`config.mk`:
```
export PLATFORM = sky130hd
export DESIGN_NAME = chiplet_tx_top
export DESIGN_NICKNAME = d
export VERILOG_FILES = /design/src/design/chiplet_pkg.sv /design/src/design/chiplet_tx_top.sv /design/src/design/tx_fsm.sv /design/src/design/crc32_word.sv /design/src/design/pkt_mem.sv /design/src/design/msg_table.sv
export VERILOG_INCLUDE_DIRS = /design/src /design/src/design
export SDC_FILE = /design/constraint.sdc
export NUM_CORES = 2
export LEC_CHECK = 0
export ABC_CLOCK_PERIOD_IN_PS = 8700
export BUFFER_PORTS_ARGS = -buffer_cell sky130_fd_sc_hd__buf_2
export CAP_MARGIN = 25
export CORE_ASPECT_RATIO = 1.2
export CORE_MARGIN = 2
export CORE_UTILIZATION = 65
export DETAILED_ROUTE_END_ITERATION = 6
export PLACE_DENSITY = 0.82
export SYNTH_ARGS = -nofsm -noshare
export SYNTH_HDL_FRONTEND = slang
export SYNTH_HIERARCHICAL = 1
export SYNTH_SLANG_ARGS = --single-unit
export TNS_END_PERCENT = 100
```
`constraint.sdc`:
```
create_clock -name clk -period 8.7 [get_ports clk]
set_input_delay 2.175 -clock clk [delete_from_list [all_inputs] [get_ports clk]]
set_output_delay 2.175 -clock clk [all_outputs]
set_load 0.02 [all_outputs]
```
`src/design/chiplet_config.svh`:
```
`ifndef CHIPLET_CONFIG_SVH
`define CHIPLET_CONFIG_SVH

// Message slots in the table
`define CHIP_NUM_MSGS 4

// Packet memory words
`define CHIP_MEM_DEPTH 64

// Length field in header bits 5:0
`define CHIP_LEN_WIDTH 6

// CRC-32 start value
`define CHIP_CRC_INIT 32'hFFFF_FFFF

`endif
```
`src/design/chiplet_pkg.sv`:
```
`default_nettype none

`include "chiplet_config.svh"

package chiplet_pkg;

    // Memory word, flit payload and CRC value
    typedef logic [31:0] word_t;

    typedef logic [$clog2(`CHIP_MEM_DEPTH)-1:0] mem_addr_t;

    // Message slot index
    typedef logic [$clog2(`CHIP_NUM_MSGS)-1:0] pkt_id_t;

    typedef logic [3:0] node_id_t;

    // Payload word count from the header
    typedef logic [`CHIP_LEN_WIDTH-1:0] pkt_len_t;

    // Host write address, bit 8 selects the register block
    typedef logic [8:0] cfg_addr_t;

endpackage

`default_nettype wire

```
`src/design/chiplet_tx_top.sv`:
```
`timescale 1ns/1ps
`default_nettype none

`include "chiplet_config.svh"

module chiplet_tx_top
    import chiplet_pkg::*;
(
    input  wire logic      clk,
    input  wire logic      n_rst,
    input  wire logic      cfg_req,
    input  wire cfg_addr_t cfg_addr,
    input  wire word_t     cfg_wdata,
    input  wire logic      flit_ack,
    output logic           cfg_ack,
    output logic           flit_req,
    output node_id_t       flit_node,
    output pkt_id_t        flit_id,
    output word_t          flit_data,
    output logic           busy
);
    logic [`CHIP_NUM_MSGS-1:0]      pending;
    mem_addr_t [`CHIP_NUM_MSGS-1:0] start_addr;
    node_id_t                       node_id;
    logic                           take_valid;
    pkt_id_t                        take_id;

    // Memory ports
    logic      mem_we;
    mem_addr_t mem_waddr;
    word_t     mem_wdata;
    mem_addr_t rd_addr;
    word_t     rd_data;

    logic  crc_clear;
    logic  crc_update;
    word_t crc_in;
    word_t crc_value;

    msg_table msg_table_i (
        .clk        (clk),
        .n_rst      (n_rst),
        .cfg_req    (cfg_req),
        .cfg_addr   (cfg_addr),
        .cfg_wdata  (cfg_wdata),
        .take_valid (take_valid),
        .take_id    (take_id),
        .cfg_ack    (cfg_ack),
        .pending    (pending),
        .start_addr (start_addr),
        .node_id    (node_id),
        .mem_we     (mem_we),
        .mem_waddr  (mem_waddr),
        .mem_wdata  (mem_wdata)
    );

    pkt_mem pkt_mem_i (
        .clk       (clk),
        .mem_we    (mem_we),
        .mem_waddr (mem_waddr),
        .mem_wdata (mem_wdata),
        .rd_addr   (rd_addr),
        .rd_data   (rd_data)
    );

    crc32_word crc32_word_i (
        .clk        (clk),
        .n_rst      (n_rst),
        .crc_clear  (crc_clear),
        .crc_update (crc_update),
        .crc_in     (crc_in),
        .crc_value  (crc_value)
    );

    tx_fsm tx_fsm_i (
        .clk        (clk),
        .n_rst      (n_rst),
        .pending    (pending),
        .start_addr (start_addr),
        .node_id    (node_id),
        .rd_data    (rd_data),
        .crc_value  (crc_value),
        .flit_ack   (flit_ack),
        .take_valid (take_valid),
        .take_id    (take_id),
        .rd_addr    (rd_addr),
        .crc_clear  (crc_clear),
        .crc_update (crc_update),
        .crc_in     (crc_in),
        .flit_req   (flit_req),
        .flit_node  (flit_node),
        .flit_id    (flit_id),
        .flit_data  (flit_data),
        .busy       (busy)
    );

endmodule

`default_nettype wire

```
`src/design/tx_fsm.sv`:
```
`timescale 1ns/1ps
`default_nettype none

`include "chiplet_config.svh"

module tx_fsm
    import chiplet_pkg::*;
(
    input  wire logic                         clk,
    input  wire logic                         n_rst,
    input  wire logic [`CHIP_NUM_MSGS-1:0]    pending,
    input  wire mem_addr_t [`CHIP_NUM_MSGS-1:0] start_addr,
    input  wire node_id_t                     node_id,
    input  wire word_t                        rd_data,
    input  wire word_t                        crc_value,
    input  wire logic                         flit_ack,
    output logic                              take_valid,
    output pkt_id_t                           take_id,
    output mem_addr_t                         rd_addr,
    output logic                              crc_clear,
    output logic                              crc_update,
    output word_t                             crc_in,
    output logic                              flit_req,
    output node_id_t                          flit_node,
    output pkt_id_t                           flit_id,
    output word_t                             flit_data,
    output logic                              busy
);
    typedef enum logic [2:0] {
        IDLE, FETCH, LOAD, SEND, WAIT_LOW, CRC_SEND, CRC_LOW
    } tx_state_e;

    tx_state_e state, next_state;
    pkt_id_t   pick_id;     // Highest pending slot
    pkt_id_t   slot_r;
    node_id_t  node_r;
    mem_addr_t addr_r;
    word_t     data_r;
    pkt_len_t  len_r;
    pkt_len_t  word_cnt;    // Payload words acked so far
    logic      hdr_r;
    logic      last_word;

    always_comb begin
        pick_id = '0;
        for (int i = 0; i < `CHIP_NUM_MSGS; i++) begin
            if (pending[i]) begin
                pick_id = pkt_id_t'(i);
            end
        end
    end

    assign last_word = !hdr_r && (word_cnt == len_r);

    always_comb begin
        next_state = state;
        case (state)
            IDLE:     if (|pending) next_state = FETCH;
            FETCH:    next_state = LOAD;   // rd_data valid next cycle
            LOAD:     next_state = SEND;
            SEND:     if (flit_ack) next_state = WAIT_LOW;
            WAIT_LOW: if (!flit_ack) next_state = last_word ? CRC_SEND : FETCH;
            CRC_SEND: if (flit_ack) next_state = CRC_LOW;
            CRC_LOW:  if (!flit_ack) next_state = IDLE;
            default:  next_state = IDLE;
        endcase
    end

    always_ff @(posedge clk, negedge n_rst) begin
        if (!n_rst) begin
            state    <= IDLE;
            slot_r   <= '0;
            node_r   <= '0;
            addr_r   <= '0;
            len_r    <= '0;
            word_cnt <= '0;
            hdr_r    <= 1'b0;
        end else begin
            state <= next_state;
            if (take_valid) begin
                slot_r   <= pick_id;
                node_r   <= node_id;
                addr_r   <= start_addr[pick_id];
                len_r    <= '1;             // Real length comes with the header
                word_cnt <= '0;
                hdr_r    <= 1'b1;
            end else if ((state == SEND) && flit_ack) begin
                addr_r <= addr_r + 1'b1;    // Wraps mod memory depth
                hdr_r  <= 1'b0;
                if (hdr_r) begin
                    len_r <= data_r[`CHIP_LEN_WIDTH-1:0];
                end else begin
                    word_cnt <= word_cnt + 1'b1;
                end
            end
        end
    end

    always_ff @(posedge clk) begin
        if (state == LOAD) begin
            data_r <= rd_data;
        end else if ((state == WAIT_LOW) && !flit_ack && last_word) begin
            data_r <= crc_value;            // Final flit
        end
    end

    assign take_valid = (state == IDLE) && (|pending);
    assign take_id    = pick_id;
    assign crc_clear  = take_valid;
    assign crc_update = (state == SEND) && flit_ack;
    assign crc_in     = data_r;
    assign rd_addr    = addr_r;
    assign flit_req   = (state == SEND) || (state == CRC_SEND);
    assign flit_node  = node_r;
    assign flit_id    = slot_r;
    assign flit_data  = data_r;
    assign busy       = (state != IDLE);

    a_flit_stable: assert property (@(posedge clk) disable iff (!n_rst)
        (flit_req && !flit_ack) |=> flit_req && $stable(flit_data)
            && $stable(flit_node) && $stable(flit_id))
        else $error("Flit changed while waiting for ack");

    // Header in memory must carry a nonzero length
    a_len_nonzero: assert property (@(posedge clk) disable iff (!n_rst)
        (state != IDLE) |-> (len_r != '0))
        else $error("Packet length is zero");

endmodule

`default_nettype wire

```
`src/design/crc32_word.sv`:
```
`timescale 1ns/1ps
`default_nettype none

`include "chiplet_config.svh"

module crc32_word
    import chiplet_pkg::*;
(
    input  wire logic  clk,
    input  wire logic  n_rst,
    input  wire logic  crc_clear,
    input  wire logic  crc_update,
    input  wire word_t crc_in,
    output word_t      crc_value
);
    localparam word_t POLY = 32'h04C1_1DB7;

    word_t crc_next;

    // MSB first, one shift per data bit
    function automatic word_t crc_fold(word_t crc, word_t data);
        word_t c;
        c = crc;
        for (int i = 31; i >= 0; i--) begin
            if (c[31] ^ data[i]) begin
                c = (c << 1) ^ POLY;
            end else begin
                c = c << 1;
            end
        end
        return c;
    endfunction

    assign crc_next = crc_fold(crc_value, crc_in);

    always_ff @(posedge clk, negedge n_rst) begin
        if (!n_rst) begin
            crc_value <= `CHIP_CRC_INIT;
        end else if (crc_clear) begin
            crc_value <= `CHIP_CRC_INIT;  // New packet
        end else if (crc_update) begin
            crc_value <= crc_next;
        end
    end

endmodule

`default_nettype wire

```
`src/design/pkt_mem.sv`:
```
`timescale 1ns/1ps
`default_nettype none

`include "chiplet_config.svh"

module pkt_mem
    import chiplet_pkg::*;
(
    input  wire logic      clk,
    input  wire logic      mem_we,
    input  wire mem_addr_t mem_waddr,
    input  wire word_t     mem_wdata,
    input  wire mem_addr_t rd_addr,
    output word_t          rd_data
);
    word_t mem [`CHIP_MEM_DEPTH];

    // Host side write
    always_ff @(posedge clk) begin
        if (mem_we) begin
            mem[mem_waddr] <= mem_wdata;
        end
    end

    // Registered read, old data on a same-address write
    always_ff @(posedge clk) begin
        rd_data <= mem[rd_addr];
    end

endmodule

`default_nettype wire

```
`src/design/msg_table.sv`:
```
`timescale 1ns/1ps
`default_nettype none

`include "chiplet_config.svh"

module msg_table
    import chiplet_pkg::*;
(
    input  wire logic                             clk,
    input  wire logic                             n_rst,
    input  wire logic                             cfg_req,
    input  wire cfg_addr_t                        cfg_addr,
    input  wire word_t                            cfg_wdata,
    input  wire logic                             take_valid,
    input  wire pkt_id_t                          take_id,
    output logic                                  cfg_ack,
    output logic [`CHIP_NUM_MSGS-1:0]             pending,
    output mem_addr_t [`CHIP_NUM_MSGS-1:0]        start_addr,
    output node_id_t                              node_id,
    output logic                                  mem_we,
    output mem_addr_t                             mem_waddr,
    output word_t                                 mem_wdata
);
    localparam logic [7:0] NODE_REG = 8'd4;
    localparam logic [7:0] TRIG_REG = 8'd5;

    logic                      wr_en;   // One cycle per host transfer
    logic                      reg_wr;
    logic [`CHIP_NUM_MSGS-1:0] next_pending;

    assign wr_en  = cfg_req && !cfg_ack;
    assign reg_wr = wr_en && cfg_addr[8];

    // Trigger ones land after the take so a new trigger is not lost
    always_comb begin
        next_pending = pending;
        if (take_valid) begin
            next_pending[take_id] = 1'b0;
        end
        if (reg_wr && (cfg_addr[7:0] == TRIG_REG)) begin
            next_pending = next_pending | cfg_wdata[`CHIP_NUM_MSGS-1:0];
        end
    end

    always_ff @(posedge clk, negedge n_rst) begin
        if (!n_rst) begin
            cfg_ack    <= 1'b0;
            pending    <= '0;
            start_addr <= '0;
            node_id    <= '0;
            mem_we     <= 1'b0;
        end else begin
            pending <= next_pending;
            mem_we  <= wr_en && !cfg_addr[8];

            if (wr_en) begin
                cfg_ack <= 1'b1;
            end else if (!cfg_req) begin
                cfg_ack <= 1'b0;        // Release once req is seen low
            end

            if (reg_wr && (cfg_addr[7:0] == NODE_REG)) begin
                node_id <= cfg_wdata[$bits(node_id_t)-1:0];
            end

            for (int i = 0; i < `CHIP_NUM_MSGS; i++) begin
                if (reg_wr && (cfg_addr[7:0] == 8'(i))) begin
                    start_addr[i] <= cfg_wdata[$bits(mem_addr_t)-1:0];
                end
            end
        end
    end

    // Memory write payload
    always_ff @(posedge clk) begin
        mem_waddr <= cfg_addr[$bits(mem_addr_t)-1:0];
        mem_wdata <= cfg_wdata;
    end

    // A take only ever names a slot that is pending
    a_take_pending: assert property (@(posedge clk) disable iff (!n_rst)
        take_valid |-> pending[take_id])
        else $error("take_valid for a slot that is not pending");

endmodule

`default_nettype wire

```
==> metrics.md <==
| Metric | Value |
|---|---|
| Outcome | finished clean |
| Antenna violations before repair | 10 |
| Die area | 139000 um2 |
| R2R setup slack | 4370 ps |
| Most frequent CP cell | xnor3_1 |
| Clock latency on the worst-skew pair | 870 ps |
| Final period util | 49.8% |
| Crit path arrival time | 5090 ps |
| First-pass GRT wire length | 347 mm |
| IO buf count | 85 |
| Routed WL per cell | 39.0 um |
| Post-DP HPWL | 125 mm |
| Die width | 341 um |
| Most frequent cells after synthesis | edfxtp_1, mux4_2, nor2_1 |
| Non-Filler Instances | 6290 |
| CTS tree | built |
| Number of DRC markers in iteration 0 | 8259 |
| Area contributors post-synth | edfxtp_1, mux4_2, dfrtp_1 |
| Via-to-Cell Ratio | 7.27 |
| Ys async rst share | 4.19% |
| # DRC | 0 |
| Largest net degree at the start of global routing | 128 |
| Setup Skew | 40.4 ps |
| Crit. End Element | flip-flop |
| Post-synth EDFFs | 2080 |
| Die Y | 408 um |
| Crit path from | tx_fsm_i/crc_in[20]$_DFFE_PP_ |
| R2r startpoint | tx_fsm_i/crc_in[20]$_DFFE_PP_ |
| RSZ-0062 raised after global routing | false |
| # IOs | 86 |
| Inst Count DP | 5886 |
| Worst-Margin Slew | 1150 ps |
| Min cycle time layout | 4330 ps |
| Tot GR Track Use | 35.8% |
| CP max stage delay | 610 ps |
| RePlAce Congestion | 0.920 |
| Hold Path Cell Cnt | 2 |
| Mapped Area | 88500 um2 |
| Setup_tns | 0 ps |
| Slew headroom | 23.5% |
| Final setup violation count | 0 |
| #FFs+latches synth | 2244 |
| Hold Buf Count CTS | 0 |
| DR pass1 iterations | 6 |
| Clock slew at reported path FFs | 60 ps |
| Final Max Slew Viols | 0 |
| Synth Net Count | 4173 |
| Cell type with the highest aggregate area in the netlist | edfxtp_1 |
| GRT overflow | 0 |
| Share of cells above drive strength 1 | 29.2% |
| FP Rows | 148 |
| Synth Area per Inst | 21.4 um2 |
| Design Area, Final | 98700 um2 |
| CTS Sinks | 2244 |
| Area delta synth->final | 11.5% |
| Core box area | 135000 um2 |
| CP required | 9460 ps |
| Top_reg_cell synth | edfxtp_1 |
| Vias in the first global route | 47000 |
| CP max stage cell | xnor3_1 |
| Critical-path cell list | xnor2_2, xnor3_1, xnor2_1, xnor3_1, xnor2_2, xnor2_1, xnor3_1, or3_1, o311a_1 |
| Cell with the most instances after synthesis | edfxtp_1 |
| CP startpoint kind | flip-flop |
| PostCTS Resize Cnt | 0 |
| Placed cell area | 91500 um2 |
| Starting Density | 65.4% |
| Total CTS buffers | 200 |
| Routed Antenna Nets | 0 |
| H-tree lvl count | 4 |
| Final hold violation count | 0 |
| Post-synthesis sequential area ratio | 74.9% |
| WS Path Type | flip-flop to flip-flop |
| Setup Buffers After CTS | 0 |
| Synthesized instance count | 4126 |
| Yosys top cell area share | 70.6% |
| R2r endpoint | crc32_word_i/crc_value[9]$_DFFE_PN1P_ |
| CTS max path bufs | 3 |
| Final #Nets | 4355 |
| Netlist cell types | 72 |
| Max-Cap Viols | 0 |
| Setup crit end | crc32_word_i/crc_value[9]$_DFFE_PN1P_ |
| FMAX | 231 MHz |
| Clock root cell | clkbuf_16 |
| Vias | 45700 |
| Synth warn | 6 |
| Critical path fanouts, max | 5 |
| Drt total wl | 245 mm |
| FF-to-FF path depth | 9 |
| Hold Path Class | flip-flop to flip-flop |
## how the worst min path moves through the flow
stage | endpoint | startpoint | slack, ps
final | tx_fsm_i/flit_node[2]$_DFFE_PN0P_ | tx_fsm_i/flit_node[2]$_DFFE_PN0P_ | 470
after global routing | tx_fsm_i/flit_node[2]$_DFFE_PN0P_ | tx_fsm_i/flit_node[2]$_DFFE_PN0P_ | 490
after CTS | tx_fsm_i/flit_node[2]$_DFFE_PN0P_ | tx_fsm_i/flit_node[2]$_DFFE_PN0P_ | 470
after detailed placement | tx_fsm_i/flit_node[2]$_DFFE_PN0P_ | tx_fsm_i/flit_node[2]$_DFFE_PN0P_ | 460
after global placement | tx_fsm_i/flit_node[0]$_DFFE_PN0P_ | tx_fsm_i/flit_node[0]$_DFFE_PN0P_ | 450
after floorplan | tx_fsm_i/flit_node[0]$_DFFE_PN0P_ | msg_table_i/node_id[0]$_DFFE_PN0P_ | 440
## registers in the layout, indices dropped and copies added, names as in the netlist
register / flops
pkt_mem_i/mem: 2048
crc32_word_i/crc_value: 32
msg_table_i/mem_wdata: 32
pkt_mem_i/rd_data: 32
tx_fsm_i/crc_in: 32
msg_table_i/start_addr: 24
msg_table_i/mem_waddr: 6
tx_fsm_i/len_r: 6
tx_fsm_i/rd_addr: 6
tx_fsm_i/word_cnt: 6
msg_table_i/node_id: 4
msg_table_i/pending: 4
tx_fsm_i/flit_node: 4
tx_fsm_i/state: 3
tx_fsm_i/flit_id: 2
msg_table_i/cfg_ack: 1
msg_table_i/mem_we: 1
tx_fsm_i/hdr_r: 1
## cell usage in the layout (no fill, tap or decap), types with 43 or more instances in the layout
| master | Yosys | routed |
|---|---|---|
| nor2_4 | 0 | 62 |
| nand2_1 | 60 | 59 |
| mux2_2 | 60 | 60 |
| edfxtp_1 | 2080 | 2080 |
| xnor3_1 | 43 | 43 |
| clkbuf_16 | 0 | 203 |
| dfrtp_1 | 62 | 58 |
| clkbuf_1 | 87 | 51 |
| xnor2_1 | 159 | 159 |
| nor2_1 | 164 | 101 |
| mux2i_1 | 102 | 102 |
| a21oi_1 | 81 | 81 |
| buf_2 | 66 | 84 |
| buf_4 | 59 | 106 |
| mux4_2 | 544 | 544 |
| o22ai_1 | 86 | 85 |
## through the flow
step / utilization (%) / hold slack [ps] / setup slack [ps]
after detailed placement: 67.6 / 457 / 4290
after global placement: 67.5 / 453 / 4340
after global routing: 72.9 / 493 / 4200
after floorplan: - / 439 / 4500
final: 72.9 / 472 / 4370
after CTS: 72.6 / 471 / 4380
## cell type report
| cell class | count | area, um2 |
|---|---|---|
| sequential | 2244 | 66300 |
| fill | 6856 | 36700 |
| multi-input combinational | 1631 | 21400 |
| clock buffer | 261 | 5360 |
| tap | 1800 | 2250 |
| timing repair buffer | 224 | 1920 |
| clock inverter | 118 | 1380 |
| inverter | 7 | 38.8 |
| antenna | 5 | 12.5 |
## critical path, delay by kind of cell, from the launching register on
family / cells / cell delay [ps]
AO/OA/AOI/OAI: 1 / 130
XOR/XNOR: 7 / 3310
flip-flops: 1 / 420
AND/OR/NAND/NOR: 1 / 370
## per-layer routing
metal / part of all wire (%) / track usage, % / wire length [um]
met1: 31 / 45.6 / 76300
met2: 49 / 57.1 / 119000
met3: 13 / 8.74 / 32000
met4: 7.1 / 20.8 / 17400
met5: 0.016 / 0 / 39
## kinds of logic (layout without fill, tap and decap cells)
kind of cell               after synthesis  count (layout)  share of synthesized area [%]
xor gates and xnor gates               266             266                           3.64
other                                    0               5                              0
muxes                                  710             710                           15.8
and+or+nand+nor                        387             387                           2.15
buffers and inverters                  251             610                           1.50
AOI/OAI and AO/OA                      266             266                           1.95
DFF                                   2244            2244                           74.9
adders and majority gates                2               2                         0.0283
Power is not shown: default switching activity piles up to over one toggle a cycle in this logic, so the estimate is an artifact.
